--- src/rtl/blob_pkg.sv ---
// Shared constants and pixel types for the color blob detector.
// Import into any block that needs frame geometry or the RGB565 layout.
`default_nettype none

package blob_pkg;

	// ==============================
	// Frame geometry
	// ==============================
	localparam int FRAME_W = 16;     // Pixels per line.
	localparam int FRAME_H = 12;     // Lines per frame.
	localparam int COORD_W = 4;      // Width of one x or y coordinate.
	localparam int COUNT_W = 8;      // Holds up to 192 pixels of a frame.

	// ==============================
	// Color windows
	// ==============================
	localparam int NUM_COLORS  = 5;
	localparam int COLOR_IDX_W = 3;

	localparam logic [COLOR_IDX_W-1:0] COLOR_RED    = 3'd0;
	localparam logic [COLOR_IDX_W-1:0] COLOR_GREEN  = 3'd1;
	localparam logic [COLOR_IDX_W-1:0] COLOR_ORANGE = 3'd2;
	localparam logic [COLOR_IDX_W-1:0] COLOR_YELLOW = 3'd3;
	localparam logic [COLOR_IDX_W-1:0] COLOR_PURPLE = 3'd4;

	// Frame sequencer state codes.
	localparam int SEQ_STATE_W = 2;
	localparam logic [SEQ_STATE_W-1:0] ST_IDLE   = 2'd0;
	localparam logic [SEQ_STATE_W-1:0] ST_ACTIVE = 2'd1;
	localparam logic [SEQ_STATE_W-1:0] ST_DRAIN  = 2'd2;
	localparam logic [SEQ_STATE_W-1:0] ST_REPORT = 2'd3;

	// RGB565, red in the top bits.
	typedef struct packed {
		logic [4:0] r;
		logic [5:0] g;
		logic [4:0] b;
	} rgb565_t;

	// Pixels and threshold words, seen as a raw word or as fields.
	typedef union packed {
		logic [15:0] raw;
		rgb565_t     rgb;
	} pixel_u;

endpackage

`default_nettype wire

--- src/rtl/pixel_tag_if.sv ---
// One classified pixel, passed from the threshold stage to the region tracker.
`timescale 1ns/1ps
`default_nettype none

interface pixel_tag_if import blob_pkg::*; ();

	logic                  valid;   // Tag holds an accepted pixel.
	logic [COORD_W-1:0]    x;
	logic [COORD_W-1:0]    y;
	logic [NUM_COLORS-1:0] hits;    // One bit per color index.

	modport source (
		output valid, x, y, hits
	);

	modport sink (
		input valid, x, y, hits
	);

endinterface

`default_nettype wire

--- src/rtl/color_thresholds.sv ---
// Classifies each accepted pixel against the five programmable color windows.
// The result is registered, so the tag follows the pixel by one cycle.
`timescale 1ns/1ps
`default_nettype none

module color_thresholds import blob_pkg::*; (
	input  logic                    clk,
	input  logic                    rst,
	input  pixel_u                  pixel,
	input  pixel_u [NUM_COLORS-1:0] thresh_high,
	input  pixel_u [NUM_COLORS-1:0] thresh_low,
	input  logic                    accepted,
	input  logic [COORD_W-1:0]      x,
	input  logic [COORD_W-1:0]      y,
	pixel_tag_if.source             tag
);

	rgb565_t               px;
	logic [NUM_COLORS-1:0] hits;

	assign px = pixel.rgb;

	// ==============================
	// Window compare
	// ==============================
	always_comb begin : classify
		rgb565_t hi;
		rgb565_t lo;
		for (int c = 0; c < NUM_COLORS; c++) begin
			hi = thresh_high[c].rgb;
			lo = thresh_low[c].rgb;
			// Limits are inclusive on every field.
			hits[c] = (px.r >= lo.r) && (px.r <= hi.r)
				&& (px.g >= lo.g) && (px.g <= hi.g)
				&& (px.b >= lo.b) && (px.b <= hi.b);
		end
	end

	// ==============================
	// Tag register
	// ==============================
	always_ff @(posedge clk) begin
		if (rst) begin
			tag.valid <= 1'b0;
		end else begin
			tag.valid <= accepted;
		end
		tag.x    <= x;          // Position of the pixel.
		tag.y    <= y;
		tag.hits <= hits;
	end

endmodule

`default_nettype wire

--- src/rtl/pixel_position_counter.sv ---
// Tracks the raster position of accepted pixels within the open frame.
// Flags the last pixel so the sequencer can close the frame.
`timescale 1ns/1ps
`default_nettype none

module pixel_position_counter import blob_pkg::*; (
	input  logic               clk,
	input  logic               rst,
	input  logic               clear,
	input  logic               frame_active,
	input  logic               pixel_valid,
	output logic               accepted,
	output logic [COORD_W-1:0] x,
	output logic [COORD_W-1:0] y,
	output logic               frame_done
);

	logic last_x;
	logic last_y;

	// Strobes outside an open frame are dropped here.
	assign accepted = pixel_valid && frame_active;

	assign last_x     = (x == COORD_W'(FRAME_W - 1));
	assign last_y     = (y == COORD_W'(FRAME_H - 1));
	assign frame_done = accepted && last_x && last_y;

	always_ff @(posedge clk) begin
		if (rst || clear) begin
			x <= '0;
			y <= '0;
		end else if (accepted) begin
			if (last_x) begin
				x <= '0;            // End of line.
				if (last_y) begin
					y <= '0;
				end else begin
					y <= y + COORD_W'(1);
				end
			end else begin
				x <= x + COORD_W'(1);
			end
		end
	end

endmodule

`default_nettype wire

--- src/rtl/frame_sequencer.sv ---
// Frame control FSM: opens a frame on sof, lets the last tag land,
// then steps through the five color results one per cycle.
`timescale 1ns/1ps
`default_nettype none

module frame_sequencer import blob_pkg::*; (
	input  logic                   clk,
	input  logic                   rst,
	input  logic                   sof,
	input  logic                   frame_done,
	output logic                   frame_active,
	output logic                   clear,
	output logic                   report_en,
	output logic [COLOR_IDX_W-1:0] report_idx,
	output logic                   frame_busy
);

	logic [SEQ_STATE_W-1:0] state;
	logic [SEQ_STATE_W-1:0] state_next;
	logic                   last_report;

	assign frame_active = (state == ST_ACTIVE);
	assign clear        = (state == ST_IDLE) && sof;   // Only an idle sof opens a frame.
	assign report_en    = (state == ST_REPORT);
	assign frame_busy   = (state != ST_IDLE);
	assign last_report  = report_en && (report_idx == COLOR_IDX_W'(NUM_COLORS - 1));

	// ==============================
	// Next state
	// ==============================
	always_comb begin
		state_next = state;
		case (state)
			ST_IDLE: begin
				if (sof) begin
					state_next = ST_ACTIVE;
				end
			end
			ST_ACTIVE: begin
				if (frame_done) begin
					state_next = ST_DRAIN;
				end
			end
			ST_DRAIN: begin
				state_next = ST_REPORT;     // Last tag reaches the tracker here.
			end
			ST_REPORT: begin
				if (last_report) begin
					state_next = ST_IDLE;
				end
			end
			default: begin
				state_next = ST_IDLE;
			end
		endcase
	end

	// ==============================
	// Registers
	// ==============================
	always_ff @(posedge clk) begin
		if (rst) begin
			state <= ST_IDLE;
		end else begin
			state <= state_next;
		end
	end

	// Report index runs 0 to NUM_COLORS-1 while reporting.
	always_ff @(posedge clk) begin
		if (rst || !report_en) begin
			report_idx <= '0;
		end else begin
			report_idx <= report_idx + COLOR_IDX_W'(1);
		end
	end

endmodule

`default_nettype wire

--- src/rtl/color_region_tracker.sv ---
// Per-color pixel counts and bounding boxes over one frame.
// The read-out is selected combinationally by report_idx.
`timescale 1ns/1ps
`default_nettype none

module color_region_tracker import blob_pkg::*; (
	input  logic                   clk,
	input  logic                   rst,
	input  logic                   clear,
	pixel_tag_if.sink              tag,
	input  logic [COLOR_IDX_W-1:0] report_idx,
	output logic [COUNT_W-1:0]     result_count,
	output logic [COORD_W-1:0]     result_x_min,
	output logic [COORD_W-1:0]     result_x_max,
	output logic [COORD_W-1:0]     result_y_min,
	output logic [COORD_W-1:0]     result_y_max
);

	logic [COUNT_W-1:0] count [NUM_COLORS];
	logic [COORD_W-1:0] x_min [NUM_COLORS];
	logic [COORD_W-1:0] x_max [NUM_COLORS];
	logic [COORD_W-1:0] y_min [NUM_COLORS];
	logic [COORD_W-1:0] y_max [NUM_COLORS];

	// ==============================
	// Accumulate
	// ==============================
	always_ff @(posedge clk) begin
		for (int c = 0; c < NUM_COLORS; c++) begin
			if (rst || clear) begin
				count[c] <= '0;
				x_min[c] <= '1;     // Empty box: min above max.
				x_max[c] <= '0;
				y_min[c] <= '1;
				y_max[c] <= '0;
			end else if (tag.valid && tag.hits[c]) begin
				count[c] <= count[c] + COUNT_W'(1);
				if (tag.x < x_min[c]) begin
					x_min[c] <= tag.x;
				end
				if (tag.x > x_max[c]) begin
					x_max[c] <= tag.x;
				end
				if (tag.y < y_min[c]) begin
					y_min[c] <= tag.y;
				end
				if (tag.y > y_max[c]) begin
					y_max[c] <= tag.y;
				end
			end
		end
	end

	// ==============================
	// Read-out
	// ==============================
	assign result_count = count[report_idx];
	assign result_x_min = x_min[report_idx];
	assign result_x_max = x_max[report_idx];
	assign result_y_min = y_min[report_idx];
	assign result_y_max = y_max[report_idx];

endmodule

`default_nettype wire

--- src/rtl/color_blob_detector.sv ---
// Top level of the RGB565 color blob detector.
// Takes one frame of pixels and reports count and box for each color window.
`timescale 1ns/1ps
`default_nettype none

module color_blob_detector import blob_pkg::*; (
	input  logic                         clk,
	input  logic                         rst,
	input  logic                         sof,
	input  logic                         pixel_valid,
	input  logic [15:0]                  pixel,
	input  logic [NUM_COLORS-1:0][15:0]  thresh_high,  // Indexed by color.
	input  logic [NUM_COLORS-1:0][15:0]  thresh_low,
	output logic                         frame_busy,
	output logic                         result_valid,
	output logic [COLOR_IDX_W-1:0]       result_color,
	output logic [COUNT_W-1:0]           result_count,
	output logic [COORD_W-1:0]           result_x_min,
	output logic [COORD_W-1:0]           result_x_max,
	output logic [COORD_W-1:0]           result_y_min,
	output logic [COORD_W-1:0]           result_y_max
);

	logic               frame_active;
	logic               clear;
	logic               frame_done;
	logic               accepted;
	logic [COORD_W-1:0] pix_x;
	logic [COORD_W-1:0] pix_y;

	pixel_tag_if tag_if ();

	frame_sequencer u_sequencer (
		.clk          (clk),
		.rst          (rst),
		.sof          (sof),
		.frame_done   (frame_done),
		.frame_active (frame_active),
		.clear        (clear),
		.report_en    (result_valid),
		.report_idx   (result_color),    // Also selects the tracker read-out.
		.frame_busy   (frame_busy)
	);

	pixel_position_counter u_position (
		.clk          (clk),
		.rst          (rst),
		.clear        (clear),
		.frame_active (frame_active),
		.pixel_valid  (pixel_valid),
		.accepted     (accepted),
		.x            (pix_x),
		.y            (pix_y),
		.frame_done   (frame_done)
	);

	color_thresholds u_thresholds (
		.clk         (clk),
		.rst         (rst),
		.pixel       (pixel),
		.thresh_high (thresh_high),
		.thresh_low  (thresh_low),
		.accepted    (accepted),
		.x           (pix_x),
		.y           (pix_y),
		.tag         (tag_if.source)
	);

	color_region_tracker u_tracker (
		.clk          (clk),
		.rst          (rst),
		.clear        (clear),
		.tag          (tag_if.sink),
		.report_idx   (result_color),
		.result_count (result_count),
		.result_x_min (result_x_min),
		.result_x_max (result_x_max),
		.result_y_min (result_y_min),
		.result_y_max (result_y_max)
	);

endmodule

`default_nettype wire

--- config.mk ---
export PLATFORM = sky130hd
export DESIGN_NAME = color_blob_detector
export DESIGN_NICKNAME = d
export VERILOG_FILES = /design/src/rtl/blob_pkg.sv /design/src/rtl/pixel_tag_if.sv /design/src/rtl/color_thresholds.sv /design/src/rtl/pixel_position_counter.sv /design/src/rtl/frame_sequencer.sv /design/src/rtl/color_region_tracker.sv /design/src/rtl/color_blob_detector.sv
export SDC_FILE = /design/constraint.sdc
export NUM_CORES = 1
export LEC_CHECK = 0
export ABC_AREA = 0
export BUFFER_PORTS_ARGS = -buffer_cell sky130_fd_sc_hd__buf_2
export CAP_MARGIN = 10
export CORE_UTILIZATION = 35
export DETAILED_ROUTE_END_ITERATION = 16
export PLACE_DENSITY = 0.64
export SLEW_MARGIN = 10
export SYNTH_ARGS = -nofsm -noshare
export SYNTH_HDL_FRONTEND = slang
export SYNTH_SLANG_ARGS = --single-unit
export TNS_END_PERCENT = 30
--- constraint.sdc ---
create_clock -name clk -period 4.9 [get_ports clk]
set_clock_uncertainty 0.1 [all_clocks]
set_input_delay 0 -clock clk [delete_from_list [all_inputs] [get_ports clk]]
set_output_delay 0 -clock clk [all_outputs]
set_load 0.01 [all_outputs]
==> metrics.md, run 1 <==
| Metric | Value |
|---|---|
| Status | `complete, but fails checks` |
| Violated checks | `negative hold slack` |
| Ys Warns | `0` |
| Post-synthesis xor/xnor area fraction | `under 10%` |
| Fmax achieved | `311 MHz` |
| Final Hold Fails | `1` |
| GRT Total Usage | `18.6%` |
| Share of cells above drive strength 1 | `19.0%` |
| Via count | `9999` |
| Syn Area/Cell | `approximately 9.6 sq um` |
| Crit path depth | `4` |
| Least-Margin Pin Slew | `946 ps` |
| Headroom to the max-slew limit | `a little under two fifths` |
| DRT iter0 DRCs | `404` |
| Sequential area share after synthesis | `roughly a third` |
| Total CTS buffers | `17` |
| Most frequent cells in the layout | `ha_1 (244), inv_1 (211), buf_2 (208)` |
| DR pass1 iterations | `5` |
| CTS Root Cell | `clkbuf_16` |
| Syn Inst Count | `about 1300` |
| Async S/R FF share, synth | `0%` |
| Post-synth EDFFs | `120` |
| P_sw | `~1.2 mW` |
| Port buffer count | `between 200 and 250` |
| CTS tree | `yes` |
| Switching share of power | `31.5%` |
| Post-synth top flop | `edfxtp_1` |
| Setup TNS | `0 ps` |
| Filler cells | `3424` |
| Chip width | `190 um` |
| Starting Density | `between 30% and 40%` |
| # Post-CTS Setup Buffers | `0` |
| Part of the power in combinational logic | `about a quarter` |
| Initial antenna violation count | `3` |
| Leak | `7.22 nW` |
| WHS | `-0.329 ps` |
| Unrepaired setup endpoints after global routing | `false` |
| #FFs+latches synth | `about 150` |
| Minimum clock period after layout | `between 3000 and 4000 ps` |
| Power Dens Cells | `~270 mW/mm^2` |
| Clock Path Buffers | `2` |
| WP data arrival | `between 3000 and 4000 ps` |
| Hold Path Class | `input pin to register` |
| Critical path launch point type | `register` |
| Worst-Skew Late Latency | `about 430 ps` |
| Internal Power | `2.71 mW` |
| Post-cts resize count | `0` |
| Final core occ | `between 40% and 50%` |
| Dpl ws | `approximately 2100 ps` |
| Max IR drop VDD | `243 uV` |
| Post-synthesis adder-cell area fraction | `about a quarter` |
| Sequential power share | `roughly two fifths` |
| Reg-to-reg endpoint | `u_tracker.x_min[2][0]` |
| Clock power share | `between 30 and 40%` |
| Combinational family with the most area after synthesis | `adder cells` |
| Multiplexer area fraction after synthesis | `between 5 and 6%` |
| Post-DP HPWL | `around 26 mm` |
| Master of the slowest instance on the critical path | `dfxtp_1` |
| CP Capture Type | `primary output` |
| H-Tree Depth | `4` |
| Vias per std cell | `between 5 and 6` |
| Worst Setup SP | `u_sequencer.report_idx[0]` |
| Vias in the first global route | `about 10000` |
| Final antenna-violating net count | `0` |
| Die height | `~190 um` |
| Commonest non-fill, non-tap cell in the layout | `ha_1` |
| Core ar. | `0.0345 sq mm` |
| Hold-fix buffers at CTS | `3` |
| Setup ws final | `about 1700 ps` |
| Largest stage delay, worst path | `approximately 940 ps` |
| Final setup vio count | `0` |
| CP Capture Point | `result_y_min[2]` |
| Gr ovfl total | `0` |
| Worst-path cell chain | `inv_1 -> mux4_2 -> o21ai_0 -> buf_2` |
| GPL Wtd Cong | `between 0.8 and 0.9` |
| Synth Area in Compound Gates | `between 10 and 15%` |
| Final Net Count | `1918` |
| Max cap viols | `0` |
| Crit-path leading delay family | `flip-flops` |
| ANT cells | `0` |
| Crit Path Class | `register to primary output` |
| Syn_nets | `around 1700` |
| Die area | `about 0.036 sq mm` |
| Routed wire per std cell | `roughly 17 um` |
| Site Rows | `68` |
| FF-to-FF Start | `u_sequencer.state[0]` |
| Worst-path clk slew | `about 70 ps` |
| Buf+Inv Stages, Crit Path | `2` |
| Global-route wire length before repair | `about 52 mm` |
| Worst Path Required | `roughly 4800 ps` |
| Cells on worst reg2reg path | `5` |
| Post-synth cell types | `between 50 and 60` |
| Final period utilization | `around 66%` |
| Ports | `between 200 and 250` |
| Worst-path fanout max | `17` |
| WL final | `approximately 33 mm` |
| Worst R2R Setup Slack | `2110 ps` |
| Synth Area in Simple Gates | `between 10 and 15%` |
| Pin count of the biggest net entering global routing | `40` |
| DR DRC count | `0` |
| Synthesized area | `around 0.012 sq mm` |
| Area grow syn2layout | `17.5%` |
| Clock sink count | `~150` |
| Max-slew violations | `0` |
-- sequential cells by signal, indices dropped and copies added (netlist names) --
register,count
u_position.x,4
u_position.y,4
u_sequencer.report_idx,3
u_sequencer.state,2
u_thresholds.tag.hits,5
u_thresholds.tag.valid,1
u_thresholds.tag.x,4
u_thresholds.tag.y,4
u_tracker.count,40
u_tracker.x_max,20
u_tracker.x_min,20
u_tracker.y_max,20
u_tracker.y_min,20
-- worst register-to-register path, delay by kind of cell (launching register included) --
family	cells	cell delay, ps
and+or+nand+nor	2	1150
AOI/OAI and AO/OA	1	530
buffers and inverters	1	100
DFF	1	360
adders and majority gates	1	280
-- synthesized netlist by cell type (5+ instances only) --
master / n / area [sq um]
a21boi_0: 6 / 45.0
a21o_1: 41 / 308
mux4_2: 24 / 541
a21oi_1: 53 / 265
o32ai_1: 5 / 43.8
nand3_1: 53 / 265
o21a_1: 17 / 128
or3_1: 31 / 194
and3_1: 18 / 113
buf_2: 5 / 25.0
mux2i_1: 5 / 50.1
ha_1: 244 / 3050
nand2b_1: 27 / 169
nor2_1: 99 / 372
nor2b_1: 19 / 119
dfxtp_1: 27 / 541
a211oi_1: 5 / 37.5
inv_1: 211 / 792
edfxtp_1: 120 / 3600
nor3_1: 16 / 80.1
nand2_1: 79 / 297
nand4_1: 14 / 87.6
a41oi_1: 9 / 78.8
o21ai_0: 55 / 275
xnor2_1: 6 / 52.6
clkbuf_1: 13 / 48.8
a2111oi_0: 5 / 43.8
mux2_2: 12 / 135
xor2_1: 27 / 236
-- layer usage --
layer | up-vias | routed length (um) | track usage, %
met1 | 4645 | 13600 | 22.1
li1 | 4982 | - | -
met5 | - | 13 | 0
met3 | 56 | 2150 | 4.00
met2 | 314 | 16000 | 32.8
met4 | 2 | 996 | 6.98
-- layout make-up --
| class | count | area, sq um | area share [%] |
|---|---|---|---|
| well taps | 455 | 569 | 3.94 |
| clock buffers | 17 | 425 | 2.94 |
| flip-flops and latches | 147 | 4140 | 28.7 |
| multi-input cells | 903 | 7260 | 50.2 |
| repair buffers | 214 | 1090 | 7.57 |
| clock inverters | 15 | 173 | 1.19 |
| inverters | 211 | 792 | 5.48 |
-- power by group through the flow --
stage                     registers (mW)  logic (mW)  clock network (mW)
after floorplan                     1.62       0.658                   0
after global placement              1.68       0.935                   0
after detailed placement            1.68       0.970                   0
after CTS                           1.66       0.977                1.36
after global routing                1.67        1.09                1.41
final                               1.66       0.964                1.34
-- worst min-delay path by stage --
stage | startpoint | endpoint | slack, ps | cells past startpoint
CTS | thresh_high[78] | u_thresholds.tag.hits[4] | 6 | 6
global route | thresh_high[78] | u_thresholds.tag.hits[4] | 20 | 6
floorplan | rst | u_sequencer.state[1] | -30 | 1
detailed placement | rst | u_sequencer.state[1] | 210 | 2
global placement | rst | u_sequencer.state[1] | 190 | 2
finish | thresh_high[78] | u_thresholds.tag.hits[4] | -0.3 | 6
-- metrics by stage --
step | instances | area (sq um) | total power [mW] | hold WS (ps)
2_1_floorplan | 1284 | 12300 | 2.28 | -27.6
4_1_cts | 1962 | 14500 | 3.99 | 5.91
5_1_grt | 1962 | 14500 | 4.18 | 22.9
6_report | 1962 | 14500 | 3.96 | -0.329
3_5_place_dp | 1927 | 13800 | 2.65 | 205
3_3_place_gp | 1927 | 13800 | 2.61 | 187
-- kinds of logic after synthesis --
logic type / Yosys count
and+or+nand+nor: 367
adders and majority gates: 244
buffers and inverters: 234
AOI/OAI and AO/OA: 218
DFF: 147
muxes: 41
xor gates and xnor gates: 33
No activity file was read; power rests on OpenSTA's default activity.
==> run 2: changes to the inputs <==
==> constraint.sdc (replaced) <==
create_clock -name clk -period 3.15 [get_ports clk]
set_clock_uncertainty 0.1 [all_clocks]
set_input_delay 0 -clock clk [delete_from_list [all_inputs] [get_ports clk]]
set_output_delay 0 -clock clk [all_outputs]
set_load 0.01 [all_outputs]
==> metrics.md, run 2 (synthesis gave the netlist of run 1 again) <==
| Metric | Value |
|---|---|
| Status | `completed` |
| # Post-CTS Setup Buffers | `0` |
| DR pass1 iterations | `5` |
| GPL Wtd Cong | `approximately 0.84` |
| Final setup vio count | `0` |
| Fin cells | `just under 2000` |
| Worst-path cell chain | `ha_1 -> nor2b_1 -> o21a_1 -> o21a_1 -> o21ai_0 -> nand2_1` |
| Cells on worst reg2reg path | `6` |
| Port buffer count | `~210` |
| Via count | `about 10000` |
| Max-slew violations | `0` |
| Sequential power share | `41.6%` |
| Vias in the first global route | `slightly below 10000` |
| Internal Power | `around 4.3 mW` |
| Flip-flop count of the largest register after layout | `40` |
| Post-DP HPWL | `26.0 mm` |
| DRT iter0 DRCs | `between 400 and 500` |
| Leak | `around 7.3 nW` |
| Final Net Count | `1924` |
| WL final | `between 30 and 40 mm` |
| Largest stage delay, worst path | `850 ps` |
| Final period utilization | `between 80% and 90%` |
| Final Hold Fails | `0` |
| Worst Path Required | `3180 ps` |
| Max cap viols | `0` |
| Clock power share | `around a third` |
| Final antenna-violating net count | `0` |
| CTS tree | `yes` |
| Power Dens Cells | `between 400 and 500 mW/mm^2` |
| Design Area, Final | `between 0.01 and 0.015 sq mm` |
| Setup TNS | `0 ps` |
| Hold-fix buffers at CTS | `2` |
| Clock Path Buffers | `2` |
| Part of the power in combinational logic | `approximately a quarter` |
| Worst-path clk slew | `~60 ps` |
| H-Tree Depth | `4` |
| Initial antenna violation count | `5` |
| Crit Path Class | `register to register` |
| Critical path launch point type | `register` |
| CTS Root Cell | `clkbuf_16` |
| Total power | `6.14 mW` |
| Die height | `around 190 um` |
| Worst-path fanout max | `17` |
| Hold Path Class | `input pin to register` |
| Hold depth | `6` |
| Most frequent cells in the layout | `ha_1 (244), inv_1 (211), buf_2 (208)` |
| Area of the multi-input gates | `between 0.007 and 0.008 sq mm` |
| Worst R2R Setup Slack | `around 450 ps` |
| Minimum clock period after layout | `2700 ps` |
| Starting Density | `around 36%` |
| Routed wire per std cell | `between 15 and 20 um` |
| Worst hold start | `thresh_high[68]` |
| Reg-to-reg endpoint | `u_tracker.x_max[4][1]` |
| Vias per std cell | `just over 5` |
| Worst-Skew Late Latency | `between 400 and 500 ps` |
| Site Rows | `68` |
| Clock sink count | `approximately 150` |
| Hold endpoint | `u_thresholds.tag.hits[4]` |
| Pin count of the biggest net entering global routing | `39` |
| Master of the slowest instance on the critical path | `dfxtp_1` |
| Ports | `~210` |
| Share of cells above drive strength 1 | `a little under a fifth` |
| Unrepaired setup endpoints after global routing | `false` |
| Gr ovfl total | `0` |
| Dpl ws | `between 400 and 500 ps` |
| GRT Total Usage | `around 18%` |
| DP Area | `0.0139 sq mm` |
| FF-to-FF Start | `u_thresholds.tag.x[1]` |
| Commonest non-fill, non-tap cell in the layout | `ha_1` |
| Core ar. | `around 0.035 sq mm` |
| Total CTS buffers | `17` |
| CP most frequent cell | `o21a_1` |
| Setup ws final | `452 ps` |
| Global-route wire length before repair | `between 50 and 60 mm` |
| Reg area | `~0.0041 sq mm` |
| Biggest register | `u_tracker.count` |
| Least-Margin Pin Slew | `approximately 830 ps` |
| Area grow syn2layout | `17.9%` |
| Chip width | `approximately 190 um` |
| Headroom to the max-slew limit | `44.4%` |
| Post-cts resize count | `0` |
| DR DRC count | `0` |
| DP Cell Count | `roughly 1900` |
| Filler cells | `3465` |
| CP Capture Type | `register` |
| Max IR drop VDD | `about 350 uV` |
| WP data arrival | `roughly 2700 ps` |
| Switching share of power | `a little under 30%` |
| P_sw | `approximately 1.8 mW` |
| Fmax achieved | `371 MHz` |
| Die area | `0.0359 sq mm` |
[run 2: cell count changes in the layout (fill, tap and decap cells not counted)]
cell | previous run | this run
dlygate4sd3_1 | 3 | 2
diode_2 | 0 | 1
clkbuf_8 | 0 | 3
buf_4 | 3 | 10
clkinv_2 | 1 | 4
inv_6 | 4 | 0
clkinv_1 | 0 | 2
clkinvlp_2 | 1 | 0
inv_8 | 3 | 0
bufinv_16 | 2 | 3
clkbuf_1 | 0 | 1
clkinvlp_4 | 1 | 2
clkinv_4 | 3 | 0
[run 2: how the worst max path moves through the flow]
stage,start,end,slack (ps),cells past startpoint
after global placement,u_thresholds.tag.x[1],u_tracker.x_max[0][1],580,6
after CTS,u_thresholds.tag.x[1],u_tracker.x_max[1][0],470,6
final,u_thresholds.tag.x[1],u_tracker.x_max[4][1],450,6
after detailed placement,u_thresholds.tag.x[1],u_tracker.x_max[4][1],480,6
after global routing,u_thresholds.tag.x[1],u_tracker.x_max[4][0],280,6
after floorplan,u_thresholds.tag.x[1],u_tracker.x_max[0][0],960,6
[run 2: power groups by stage]
stage	Clock (mW)	Sequential, mW	Combinational (mW)
5_1_grt	2.16	2.58	1.73
3_3_place_gp	0	2.58	1.47
2_1_floorplan	0	2.52	1.02
4_1_cts	2.08	2.55	1.54
6_report	2.06	2.56	1.52
3_5_place_dp	0	2.59	1.53
[run 2: area by class of cell]
cell class / count / share of cell area (%)
repair buffers: 220 / 7.83
flip-flops and latches: 147 / 28.6
multi-input cells: 903 / 50.0
inverters: 211 / 5.46
clock buffers: 21 / 3.24
diodes: 1 / 0.0173
well taps: 455 / 3.92
clock inverters: 11 / 0.914
[run 2: per-layer routing]
layer / track usage [%] / part of all wire [%] / wire, um
met1: 21.0 / 41 / 13200
met2: 34.0 / 51 / 16400
met3: 4.04 / 6.1 / 1970
met4: 5.18 / 1.8 / 573
met5: 0 / 0.040 / 13
[run 2: worst max-delay path: cells and delay by family, from the launching register on]
kind                       cells  cell delay [ps]
adders and majority gates      1              370
and+or+nand+nor                2              370
AOI/OAI and AO/OA              3              720
DFF                            1              850
[run 2: through the flow]
stage | utilization, % | hold slack, ps
after floorplan | - | -27.6
after global placement | 40.2 | 187
after detailed placement | 40.2 | 197
after CTS | 42.0 | 9.70
after global routing | 42.0 | 35.4
final | 42.0 | 21.2
